==> config.mk <==
export PLATFORM = sky130hd
export DESIGN_NAME = scan_engine
export DESIGN_NICKNAME = d
export VERILOG_FILES = /design/src/matrix_pkg.sv /design/src/scan_engine.sv
export SDC_FILE = /design/constraint.sdc
export NUM_CORES = 1
export LEC_CHECK = 0
export BUFFER_PORTS_ARGS = -buffer_cell sky130_fd_sc_hd__buf_2
export CELL_PAD_IN_SITES_DETAIL_PLACEMENT = 1
export CELL_PAD_IN_SITES_GLOBAL_PLACEMENT = 1
export CORE_UTILIZATION = 48
export CTS_CLUSTER_SIZE = 16
export DETAILED_ROUTE_END_ITERATION = 8
export PLACE_DENSITY_LB_ADDON = 0.1
export SYNTH_ARGS = -nofsm -noshare
export SYNTH_HDL_FRONTEND = slang
export SYNTH_SLANG_ARGS = --single-unit
==> constraint.sdc <==
create_clock -name clk_root -period 3 [get_ports clk_root]
set_input_delay 0 -clock clk_root [delete_from_list [all_inputs] [get_ports clk_root]]
set_output_delay 0 -clock clk_root [all_outputs]
set_load 0.05 [all_outputs]
==> src/matrix_pkg.sv <==
// shared panel geometry, command opcodes and pixel types, imported by every block and the testbench
package matrix_pkg;

	// panel geometry
	localparam int MATRIX_COLS = 32;
	localparam int HALF_ROWS = 8;
	localparam int NUM_ROWS = 16;
	// bcm depth
	localparam int NUM_PLANES = 6;

	// command opcodes, ascii
	localparam logic [7:0] OP_LOAD_ROW = 8'h4C;
	localparam logic [7:0] OP_RGB_EN = 8'h45;
	localparam logic [7:0] OP_BRIGHT_EN = 8'h42;

	// rgb565 word, red in the top bits
	typedef union packed {
		logic [15:0] raw;
		struct packed {
			logic [4:0] red;
			logic [5:0] green;
			logic [4:0] blue;
		} field;
	} pixel_u;

	// bit 3 picks the panel half
	typedef logic [3:0] fb_row_t;
	typedef logic [4:0] fb_col_t;

endpackage
==> src/scan_engine.sv <==
// walks rows, bit planes and columns, and times the panel shift clock, latch and weighted enable
`timescale 1ns/1ps

module scan_engine #(
	parameter int PIXEL_DIV = 4,
	parameter int OE_UNIT = 2
) (
	input logic clk_root,
	input logic arst_n,
	output logic [2:0] rd_row,
	output matrix_pkg::fb_col_t rd_col,
	output logic [2:0] plane,
	output logic load_strobe,
	output logic clk_pixel,
	output logic latch,
	output logic oe_n,
	output logic [2:0] row_addr
);
	import matrix_pkg::*;

	localparam int SLOT_W = $clog2(PIXEL_DIV);
	// longest display time, top plane
	localparam int OE_MAX = OE_UNIT << (NUM_PLANES - 1);
	localparam int OE_W = $clog2(OE_MAX + 1);

	localparam logic [1:0] PH_SHIFT = 2'd0;
	localparam logic [1:0] PH_LATCH = 2'd1;
	localparam logic [1:0] PH_DISPLAY = 2'd2;

	logic [1:0] phase;
	logic [SLOT_W-1:0] slot;
	fb_col_t col;
	logic [2:0] row;
	logic [OE_W-1:0] oe_cnt;
	logic slot_last;
	logic col_last;
	logic plane_last;

	assign slot_last = (slot == SLOT_W'(PIXEL_DIV - 1));
	assign col_last = (col == fb_col_t'(MATRIX_COLS - 1));
	assign plane_last = (plane == 3'(NUM_PLANES - 1));

	// read address straight from the counters, issued in slot 0
	assign rd_row = row;
	assign rd_col = col;

	always_ff @(posedge clk_root or negedge arst_n) begin
		if (!arst_n) begin
			phase <= PH_SHIFT;
			slot <= '0;
			col <= '0;
			plane <= 3'd0;
			row <= 3'd0;
			row_addr <= 3'd0;
			latch <= 1'b0;
			oe_n <= 1'b1;
			oe_cnt <= '0;
		end else begin
			case (phase)
				PH_SHIFT: begin
					if (slot_last) begin
						slot <= '0;
						col <= col + 1'b1;
						// whole row of this plane shifted out
						if (col_last) begin
							latch <= 1'b1;
							row_addr <= row;
							phase <= PH_LATCH;
						end
					end else begin
						slot <= slot + 1'b1;
					end
				end
				PH_LATCH: begin
					latch <= 1'b0;
					oe_n <= 1'b0;
					// binary weight of the plane
					oe_cnt <= OE_W'(OE_UNIT) << plane;
					phase <= PH_DISPLAY;
				end
				PH_DISPLAY: begin
					if (oe_cnt == OE_W'(1)) begin
						oe_n <= 1'b1;
						phase <= PH_SHIFT;
						// next plane, or next row after the top plane
						if (plane_last) begin
							plane <= 3'd0;
							row <= row + 1'b1;
						end else begin
							plane <= plane + 1'b1;
						end
					end else begin
						oe_cnt <= oe_cnt - 1'b1;
					end
				end
				default: phase <= PH_SHIFT;
			endcase
		end
	end

	// load in slot 1, clock high from slot 2 to the end of the slot
	always_ff @(posedge clk_root or negedge arst_n) begin
		if (!arst_n) begin
			load_strobe <= 1'b0;
			clk_pixel <= 1'b0;
		end else begin
			load_strobe <= (phase == PH_SHIFT) && (slot == '0);
			clk_pixel <= (phase == PH_SHIFT) && (slot != '0) && !slot_last;
		end
	end

	// panel must not glow while the new row is latched
	a_latch_oe_apart: assert property (@(posedge clk_root) disable iff (!arst_n)
		!(latch && !oe_n));

	// no shift clock pulses leak into latch or display
	a_clk_in_shift: assert property (@(posedge clk_root) disable iff (!arst_n)
		clk_pixel |-> phase == PH_SHIFT);

endmodule

Yosys cells after proc, flatten, opt, wreduce, memory -nomap -nowiden
Index checks and enable logic that the tools add are counted.
Word-level totals
  flip-flop bits (word level): 29
  latch bits: 0
  RAM bits: 0
  ROM bits: 0
  input port bits: 2
  output and inout port bits: 18
  word-level logic and storage cells: 57
  memories kept: 0
Cells by class
  $add $sub $neg: 5
  multiply operators: 0
  divide/modulo/power cells: 0
  order comparisons: 0
  eq/ne operators: 10
  shift-type cells: 1
  muxes and demuxes: 13
  bitwise operators: 0
  reduce and logical (&&, ||, !) cells: 17
Operators with widths (number)
  $pmux W7 S2: 1
  $reduce_and A3 Y1: 4
  $mux W2: 4
  $ne A2 B2 Y1 const B: 4
  $reduce_and A2 Y1: 4
  $eq A7 B1 Y1 const B: 1
  $mux W7: 1
  $shl A2 B3 Y7 const A: 1
  $sub A7 B1 Y7 const B: 1
  $add A3 B1 Y3 const B: 2
  $pmux W2 S3: 1
  $reduce_bool A2 Y1: 3
  $add A5 B1 Y5 const B: 1
  $eq A5 B5 Y1 const B: 1
  $eq A2 B2 Y1 const B: 2
  $logic_not A2 Y1: 2
  $pmux W1 S2: 2
  $eq A3 B3 Y1 const B: 1
  $logic_and A1 B1 Y1: 3
  $mux W1: 3
  $mux W3: 1
  $add A2 B1 Y2 const B: 1
  $eq A2 B1 Y1 const B: 1
  $logic_not A1 Y1: 1

Depth between registers and ports, before layout
Gate-level depths: netlist (run 1).
  depth in word-level cells: 4
  gate-level depth with buffers: 6

Worst setup path after synthesis (run 1)
Ideal clock, no wire load.
  kind: register -> register
  from: register col[0] (netlist: rd_col[0])
  to: register row_addr[0]
  data arrival time: 1.821 ns
  setup slack: 1.054 ns
  stages on the path, launching flop included: 7
  path buffers: 1
  cell sequence: dfrtp_1 > ha_1 > and3_1 > ha_1 > and3_1 > clkbuf_1 > mux2_2
Between the ends
  word-level cells in the longest chain between the ends: 2
Ends and longest elaborated chain
  start: declaration: RTL line scan_engine.sv:32  | fb_col_t col;
  start signal: assignment: RTL line scan_engine.sv:63  | col <= col + 1'b1;
  $eq A5 B5 Y1: RTL line scan_engine.sv:40  | assign col_last = (col == fb_col_t'(MATRIX_COLS - 1));
  $reduce_and A3 Y1 (no line)
  end signal: assignment: RTL line scan_engine.sv:67  | row_addr <= row;
  end: declaration: RTL line scan_engine.sv:17  | output logic [2:0] row_addr
No other way between the ends.
A chain may end at the register's enable or synchronous reset.

Worst setup path in the final report (run 1)
  from: register oe_cnt[1]
  to: register row[1] (netlist: rd_row[1])
Between the ends
  word-level cells in the longest chain between the ends: 2
Ends and longest elaborated chain
  start: declaration: RTL line scan_engine.sv:34  | logic [OE_W-1:0] oe_cnt;
  start signal: assignment: RTL line scan_engine.sv:78  | oe_cnt <= OE_W'(OE_UNIT) << plane;
  start signal: assignment: RTL line scan_engine.sv:93  | oe_cnt <= oe_cnt - 1'b1;
  $eq A7 B1 Y1: RTL line scan_engine.sv:82  | if (oe_cnt == OE_W'(1)) begin
  $reduce_and A3 Y1 (no line)
  end signal: assignment: RTL line scan_engine.sv:88  | row <= row + 1'b1;
  end: declaration: RTL line scan_engine.sv:33  | logic [2:0] row;
No other way between the ends.

==> out/results.tsv, run 1 <==
stage	metric	value	unit
sta	setup repair after global routing missed its margin	no	
cells_and_area	Area Growth Syn to Fin	12.9	%
sta	minimum clock period after layout	1.93	ns
sta	Period Utilization, post-route	64.2	%
hold_path	Hold Path Class	in2async	
die	Cell Rows	19	
pwr	Logic pwr share	1.3	%
route	wire per inst	17.0	um
global_routing	wire length of the first global-routing pass	5660	um
synthesis	ys async rst share	100	%
clock_network	number of clock sinks seen by CTS	29	
synthesis	post-synth net total	144	
critical_path	sort of element at the start of the critical path	flop	
synthesis	top cells by instance count after synthesis	sky130_fd_sc_hd__dfrtp_1 (28), sky130_fd_sc_hd__ha_1 (8), sky130_fd_sc_hd__inv_1 (7), sky130_fd_sc_hd__nand2_1 (7), sky130_fd_sc_hd__nor2_1 (7)	
clock_network	clock root buffer	sky130_fd_sc_hd__clkbuf_4	
critical_path	arrival time of the worst setup path	2.16	ns
critical_path	length in cells of the worst reg-to-reg path	6	
cells_and_area	FILL cells	336	
synthesis	Post-Synthesis Cells	134	
critical_path	number of buffer and inverter stages on the critical path	1	
die	placeable core region	0.00285	mm2
route	Post-route DRC	1	
route	vias after detailed routing	1101	
cells_and_area	diode count	0	
synthesis	EDFF count, synth	0	
route	post-DR vias/cell	5.79	
synthesis	dominant register cell in the synthesized netlist	sky130_fd_sc_hd__dfrtp_1	
critical_path	critical path cell sequence	inv_1 -> ha_1 -> nor2b_1 -> nand4_4 -> nor2_2 -> mux2_1	
critical_path	Crit path required time	3.23	ns
critical_path	WS Path Type	reg2reg	
critical_path	dominant delay contributor by cell family on the critical path	simple AND/OR/NAND/NOR gates	
synthesis	Synth Register Bits	29	
critical_path	slowest stage cell on the critical path	sky130_fd_sc_hd__dfrtp_1	
synthesis	Avg Synthesized Cell Area	11.2	um2
placement	RD Place Congestion	0.848	
sta	Max Freq	519	MHz
synthesis	fraction of the yosys area taken by sequential cells	48.5	%
critical_path	critical register-to-register path endpoint	rd_row[1]$_DFFE_PN0P_	
critical_path	r2r startpoint	oe_cnt[1]$_DFFE_PN0P_	
cells_and_area	fin nets	168	
route	DRT Pass-1 Iters	6	
pwr	clock network fraction of total power	37.9	%
pwr	total power divided by cell area	380	mW/mm2
pwr	largest voltage drop on the vdd net	0.000277	V
pwr	Sw Share	24.9	%
pwr	relative contribution of sequential cells to total power	60.8	%
pwr	static leakage power	0.883	nW
route	final WL	3230	um
sta	final hold violation count	0	
clock_network	total CTS buffers	5	
pwr	switching power	0.000160	W
global_routing	overall routing resource usage	23.6	%
clock_network	H-tree level count	2	
clock_network	register clock-pin slew on the reported worst setup and hold paths	0.10	ns
sta	post-route clock skew	0.00524	ns
synthesis	count of different cell masters after synthesis	44	
cells_and_area	fraction of final layout cells with drive strength greater than 1	27.7	%
synthesis	share of the synthesized area in the top cell type	46.7	%
global_routing	number of antenna violations at the first check in global routing	0	
die	Die Outline Area	0.00335	mm2
die	Initial Utilization	52.5	%
sta	total count of max-transition violations in the final report	0	
route	number of DRC markers in iteration 0	27	
critical_path	Critical Path Max Stage Delay	0.42	ns
cells_and_area	Util after Layout	59.3	%
sta	Final TNS setup	0	ns
synthesis	Area contributors post-synth	sky130_fd_sc_hd__dfrtp_1 (47%), sky130_fd_sc_hd__ha_1 (6.7%), sky130_fd_sc_hd__mux2_2 (4.5%)	
global_routing	largest net degree at the start of global routing	30	
clock_network	CTS tree	yes	
pwr	internal power	0.000482	W
critical_path	reg-to-reg setup timing slack	1.07	ns
placement	HPWL after detailed placement	2390	um
run_status	outcome	finished with violations	
sta	total setup violations reported at the end of the flow	0	
critical_path	maximum fanout along the worst path	6	
die	Horiz. Die Dim	57.9	um
sta	remaining max-slew budget at the tightest pin	58.1	%
cells_and_area	Reg area	727	um2
run_status	violated checks	design-rule violations	
clock_network	maximum clock insertion buffer count	2	
synthesis	mapped cell area	0.00150	mm2
sta	actual slew at the worst max-slew pin	0.628	ns
global_routing	vias in the first global route	1108	
die	Die Span Y	57.9	um
synthesis	most common cell in the netlist	sky130_fd_sc_hd__dfrtp_1	
die	number of ports placed on the die boundary	20	
clock_network	count of buffers added by post-CTS timing repair for setup	0	
placement	number of port buffers	19	
cells_and_area	area taken by multi-input logic gates	727	um2
synthesis	biggest area consumer among synthesized cells	sky130_fd_sc_hd__dfrtp_1	
clock_network	clock latency reported for the late side of the worst-skew pair	0.34	ns
global_routing	overflow left after global routing	0	
critical_path	element type at the critical path end	flop	
flow_run	number of max-cap violations	0	
synthesis	Warnings, synthesis	0	
route	Routed Antenna Nets	0	
-- sequential cells by signal (all words and copies together), names as in the netlist --
name,count
clk_pixel,1
oe_cnt,7
slot,2
plane,3
phase,2
rd_row,3
rd_col,5
row_addr,3
latch,1
oe_n,1
load_strobe,1
-- logic make-up after synthesis --
family	count (synthesis)	share of synthesized area, %
compound gates	22	10.0
buf+inv	12	3.00
fa+ha+maj	8	6.68
flops	29	48.5
mux	11	8.35
simple gates	44	18.8
xor+xnor	8	4.67
-- per-stage QoR --
| step | instance area [um2] | total power, W | cells | hold WS (ns) | setup WS [ns] |
|---|---|---|---|---|---|
| 3_3_place_gp | 1620 | 0.000407 | 181 | 0.0567 | 1.22 |
| 6_report | 1690 | 0.000642 | 190 | 0.196 | 1.07 |
| 3_5_place_dp | 1620 | 0.000407 | 181 | 0.0557 | 1.09 |
| 2_1_floorplan | 1500 | 0.000398 | 134 | -0.296 | 1.05 |
| 5_1_grt | 1690 | 0.000675 | 190 | 0.253 | 0.943 |
| 4_1_cts | 1690 | 0.000652 | 190 | 0.220 | 1.07 |
-- worst register-to-register path, stage by stage, from the launching register on --
cell,delay (ns)
sky130_fd_sc_hd__dfrtp_1,0.42
sky130_fd_sc_hd__inv_1,0.11
sky130_fd_sc_hd__ha_1,0.18
sky130_fd_sc_hd__nor2b_1,0.40
sky130_fd_sc_hd__nand4_4,0.20
sky130_fd_sc_hd__nor2_2,0.19
sky130_fd_sc_hd__mux2_1,0.33
-- area by class of cell --
cell class	instances	area share, %
clock buffer	5	2.22
clock inverter	3	1.33
multi-input combinational	93	43.0
sequential	29	43.0
tap	31	2.29
inverter	9	2.00
timing repair buffer	20	6.21
-- cells in the final DEF (no fill, tap or decap), types with 2 or more instances in the layout --
cell type                     n
sky130_fd_sc_hd__and2_1       2
sky130_fd_sc_hd__nor2b_1      4
sky130_fd_sc_hd__a31oi_1      2
sky130_fd_sc_hd__o21ai_1      4
sky130_fd_sc_hd__and3_1       5
sky130_fd_sc_hd__nand3_1      2
sky130_fd_sc_hd__xnor2_1      4
sky130_fd_sc_hd__a221oi_1     2
sky130_fd_sc_hd__nor3_2       2
sky130_fd_sc_hd__dfrtp_1     28
sky130_fd_sc_hd__o21ai_0      3
sky130_fd_sc_hd__mux2_1       2
sky130_fd_sc_hd__or3_1        3
sky130_fd_sc_hd__ha_1         8
sky130_fd_sc_hd__buf_2       19
sky130_fd_sc_hd__inv_1        7
sky130_fd_sc_hd__nor3_1       2
sky130_fd_sc_hd__a21oi_1      2
sky130_fd_sc_hd__a21oi_2      2
sky130_fd_sc_hd__mux2i_1      2
sky130_fd_sc_hd__nand2b_1     2
sky130_fd_sc_hd__nor2_1       7
sky130_fd_sc_hd__xor2_1       4
sky130_fd_sc_hd__nand2_1      7
sky130_fd_sc_hd__mux2_2       6
sky130_fd_sc_hd__clkbuf_4     5
sky130_fd_sc_hd__clkinvlp_4   3
sky130_fd_sc_hd__a211oi_1     2
-- worst max path at each step --
| stage | start | to | slack, ns | depth (start not counted) |
|---|---|---|---|---|
| after global routing | oe_cnt[1]$_DFFE_PN0P_ | rd_row[1]$_DFFE_PN0P_ | 0.94 | 6 |
| after global placement | oe_cnt[1]$_DFFE_PN0P_ | rd_row[1]$_DFFE_PN0P_ | 1.22 | 6 |
| final | oe_cnt[1]$_DFFE_PN0P_ | rd_row[1]$_DFFE_PN0P_ | 1.07 | 6 |
| after floorplan | rd_col[0]$_DFFE_PN0P_ | row_addr[0]$_DFFE_PN0P_ | 1.05 | 6 |
| after detailed placement | oe_cnt[1]$_DFFE_PN0P_ | rd_row[1]$_DFFE_PN0P_ | 1.09 | 6 |
| after CTS | oe_cnt[1]$_DFFE_PN0P_ | rd_row[1]$_DFFE_PN0P_ | 1.07 | 6 |
-- power groups by stage --
stage | clock network (W) | logic, W | registers (W)
floorplan | 0 | 0.000000000381 | 0.000398
global placement | 0 | 0.00000827 | 0.000398
detailed placement | 0 | 0.00000824 | 0.000398
CTS | 0.000252 | 0.00000933 | 0.000391
global route | 0.000273 | 0.0000107 | 0.000391
finish | 0.000243 | 0.00000854 | 0.000391
-- timing repair --
action	in CTS	in global routing
hold buffers	1	0
gates resized for setup	0	0
endpoints found under the hold margin	28	0
-- metal layers --
layer	routed length (um)	track usage, %
met1	1520	31.4
met4	61	10.2
met3	128	8.04
met2	1510	35.3
met5	0	0
Power figures use the tool's default switching activity.
==> run 2: changes to the inputs <==
Settings changed: CORE_UTILIZATION 48 to 40.
Clock period 3 ns to 1.7 ns, I/O delays scaled along.
==> run 2 against run 1 <==
The run now ends clean. Power grew 130%. Global-route usage down 3.1 points. Worst hold slack improved by 0.092 ns. Sequential cell count stayed put. Via count rose by 5.3%. Die area is 19% higher. Clock skew grew 0.0013 ns. Sequential power grew 76%. Highest routed layer unchanged. Critical path depth is 2 lower. Clock power increased to 3.1 times the previous value. Register-to-register slack lost 1.1 ns. Wire length grew 12%.
==> out/results.tsv, run 2 (synthesized netlist as in run 1, its figures left out) <==
stage	metric	value	unit
run_status	outcome	finished, final reports clean	
die	number of ports placed on the die boundary	20	
sta	total setup violations reported at the end of the flow	0	
cells_and_area	Area Growth Syn to Fin	29.8	%
cells_and_area	most frequent cells in the layout	sky130_fd_sc_hd__dfrtp_1 (26), sky130_fd_sc_hd__buf_2 (19), sky130_fd_sc_hd__buf_4 (15)	
critical_path	r2r startpoint	oe_cnt[4]$_DFFE_PN0P_	
cells_and_area	diode count	0	
placement	RD Place Congestion	0.780	
placement	Area after DPL	0.00175	mm2
cells_and_area	Non-Filler Cell Area, Final	0.00195	mm2
sta	actual slew at the worst max-slew pin	0.678	ns
sta	Max Freq	592	MHz
sta	Period Utilization, post-route	99.4	%
global_routing	overall routing resource usage	20.5	%
global_routing	number of antenna violations at the first check in global routing	0	
route	wire per inst	16.3	um
pwr	relative contribution of sequential cells to total power	47.5	%
clock_network	clock latency reported for the late side of the worst-skew pair	0.28	ns
pwr	internal power	0.00117	W
route	post-DR vias/cell	5.22	
sta	tightest hold margin	0.288	ns
global_routing	vias in the first global route	1235	
global_routing	largest net degree at the start of global routing	30	
critical_path	Crit path required time	1.87	ns
pwr	total power divided by cell area	748	mW/mm2
cells_and_area	most common library cell in the layout ignoring fill and taps	sky130_fd_sc_hd__dfrtp_1	
critical_path	critical register-to-register path endpoint	plane[1]$_DFFE_PN0P_	
cells_and_area	FILL cells	389	
sta	setup repair after global routing missed its margin	yes	
global_routing	wire length of the first global-routing pass	6210	um
die	Die Outline Area	0.00400	mm2
route	DRT Pass-1 Iters	4	
hold_path	Hold Path Class	in2async	
pwr	Tot Pwr	0.00145	W
placement	HPWL after detailed placement	2550	um
clock_network	clock root buffer	sky130_fd_sc_hd__clkbuf_8	
global_routing	overflow left after global routing	0	
route	Routed Antenna Nets	0	
cells_and_area	area taken by multi-input logic gates	768	um2
clock_network	number of clock sinks seen by CTS	29	
critical_path	maximum fanout along the worst path	2	
die	Die Span Y	63.2	um
cells_and_area	largest register by flop count	oe_cnt	
placement	number of port buffers	19	
route	number of DRC markers in iteration 0	25	
pwr	Logic pwr share	1.1	%
cells_and_area	flip-flop count of the largest register, all copies and words added	7	
placement	dpl ws	-0.00148	ns
pwr	switching power	0.000285	W
critical_path	sort of element at the start of the critical path	flop	
pwr	Sw Share	19.6	%
cells_and_area	Util after Layout	56.1	%
cells_and_area	Reg area	729	um2
route	vias after detailed routing	1159	
die	Cell Rows	21	
critical_path	reg-to-reg setup timing slack	0.009	ns
clock_network	maximum clock insertion buffer count	2	
cells_and_area	fin nets	185	
sta	final hold violation count	0	
cells_and_area	fraction of final layout cells with drive strength greater than 1	40.3	%
critical_path	element type at the critical path end	flop	
clock_network	total CTS buffers	5	
sta	remaining max-slew budget at the tightest pin	54.8	%
sta	Worst Slack Setup Final	0.00948	ns
critical_path	arrival time of the worst setup path	1.86	ns
sta	minimum clock period after layout	1.69	ns
die	placeable core region	0.00347	mm2
die	Horiz. Die Dim	63.2	um
clock_network	H-tree level count	2	
clock_network	register clock-pin slew on the reported worst setup and hold paths	0.07	ns
route	Post-route DRC	0	
critical_path	length in cells of the worst reg-to-reg path	4	
pwr	clock network fraction of total power	51.4	%
sta	total count of max-transition violations in the final report	0	
pwr	static leakage power	1.00	nW
die	Initial Utilization	43.2	%
critical_path	Setup crit start	oe_cnt[4]$_DFFE_PN0P_	
route	final WL	3610	um
sta	post-route clock skew	0.00649	ns
flow_run	number of max-cap violations	0	
critical_path	endpoint of the worst setup timing path	plane[1]$_DFFE_PN0P_	
clock_network	CTS tree	yes	
pwr	largest voltage drop on the vdd net	0.000592	V
critical_path	WS Path Type	reg2reg	
run 2: cell types whose count changed in the layout (fill, tap and decap cells not counted), moves of 3 or more:
cell                         change
sky130_fd_sc_hd__buf_4          +15
sky130_fd_sc_hd__clkbuf_4        -5
sky130_fd_sc_hd__clkbuf_8        +6
sky130_fd_sc_hd__clkinvlp_4      -3
run 2: worst min-delay path by stage:
| stage | start | to | slack (ns) |
|---|---|---|---|
| 2_1_floorplan | arst_n | clk_pixel$_DFF_PN0_ | -0.30 |
| 3_3_place_gp | arst_n | plane[1]$_DFFE_PN0P_ | 0.07 |
| 3_5_place_dp | arst_n | plane[1]$_DFFE_PN0P_ | 0.08 |
| 4_1_cts | arst_n | plane[1]$_DFFE_PN0P_ | 0.31 |
| 5_1_grt | arst_n | plane[1]$_DFFE_PN0P_ | 0.35 |
| 6_report | arst_n | oe_cnt[1]$_DFFE_PN0P_ | 0.29 |
run 2: power by group through the flow:
stage | clock [W] | combinational [W] | sequential [W]
global placement | 0 | 0.0000152 | 0.000703
floorplan | 0 | 0.000000000381 | 0.000703
finish | 0.000748 | 0.0000161 | 0.000690
CTS | 0.000767 | 0.0000171 | 0.000690
global route | 0.000795 | 0.0000194 | 0.000690
detailed placement | 0 | 0.0000155 | 0.000703
run 2: cell type report:
class | count | area share, %
flip-flops and latches | 29 | 37.5
multi-input cells | 93 | 39.5
well taps | 46 | 2.96
clock buffers | 7 | 4.44
repair buffers | 37 | 12.3
clock inverters | 1 | 1.54
inverters | 9 | 1.74
run 2: layer usage:
metal,share of wire [%],vias to the layer above,GRT usage [%]
met5,0,-,0
met4,1.4,0,7.39
met3,3.3,6,4.35
met2,48,19,33.2
met1,47,578,26.9
li1,-,556,-
run 2: worst max-delay path, cell delays in order, from the launching register on:
cell and delay, ns:
sky130_fd_sc_hd__dfrtp_1 0.38, sky130_fd_sc_hd__or4_4 0.56, sky130_fd_sc_hd__nor3_4 0.14, sky130_fd_sc_hd__and3_1 0.20
sky130_fd_sc_hd__mux2_4 0.30
run 2: timing repair:
item,CTS,global route
setup endpoints to repair,2,10
endpoints found under the hold margin,28,0
buffers inserted,0,3
hold buffers,1,0
pin swaps,2,6
gates resized for setup,1,11
run 2: metrics by stage:
step,std cells,TNS [ns]
CTS,219,0
global placement,210,0
finish,222,0
floorplan,134,-0.163
detailed placement,210,-0.00148
global route,222,-0.0871
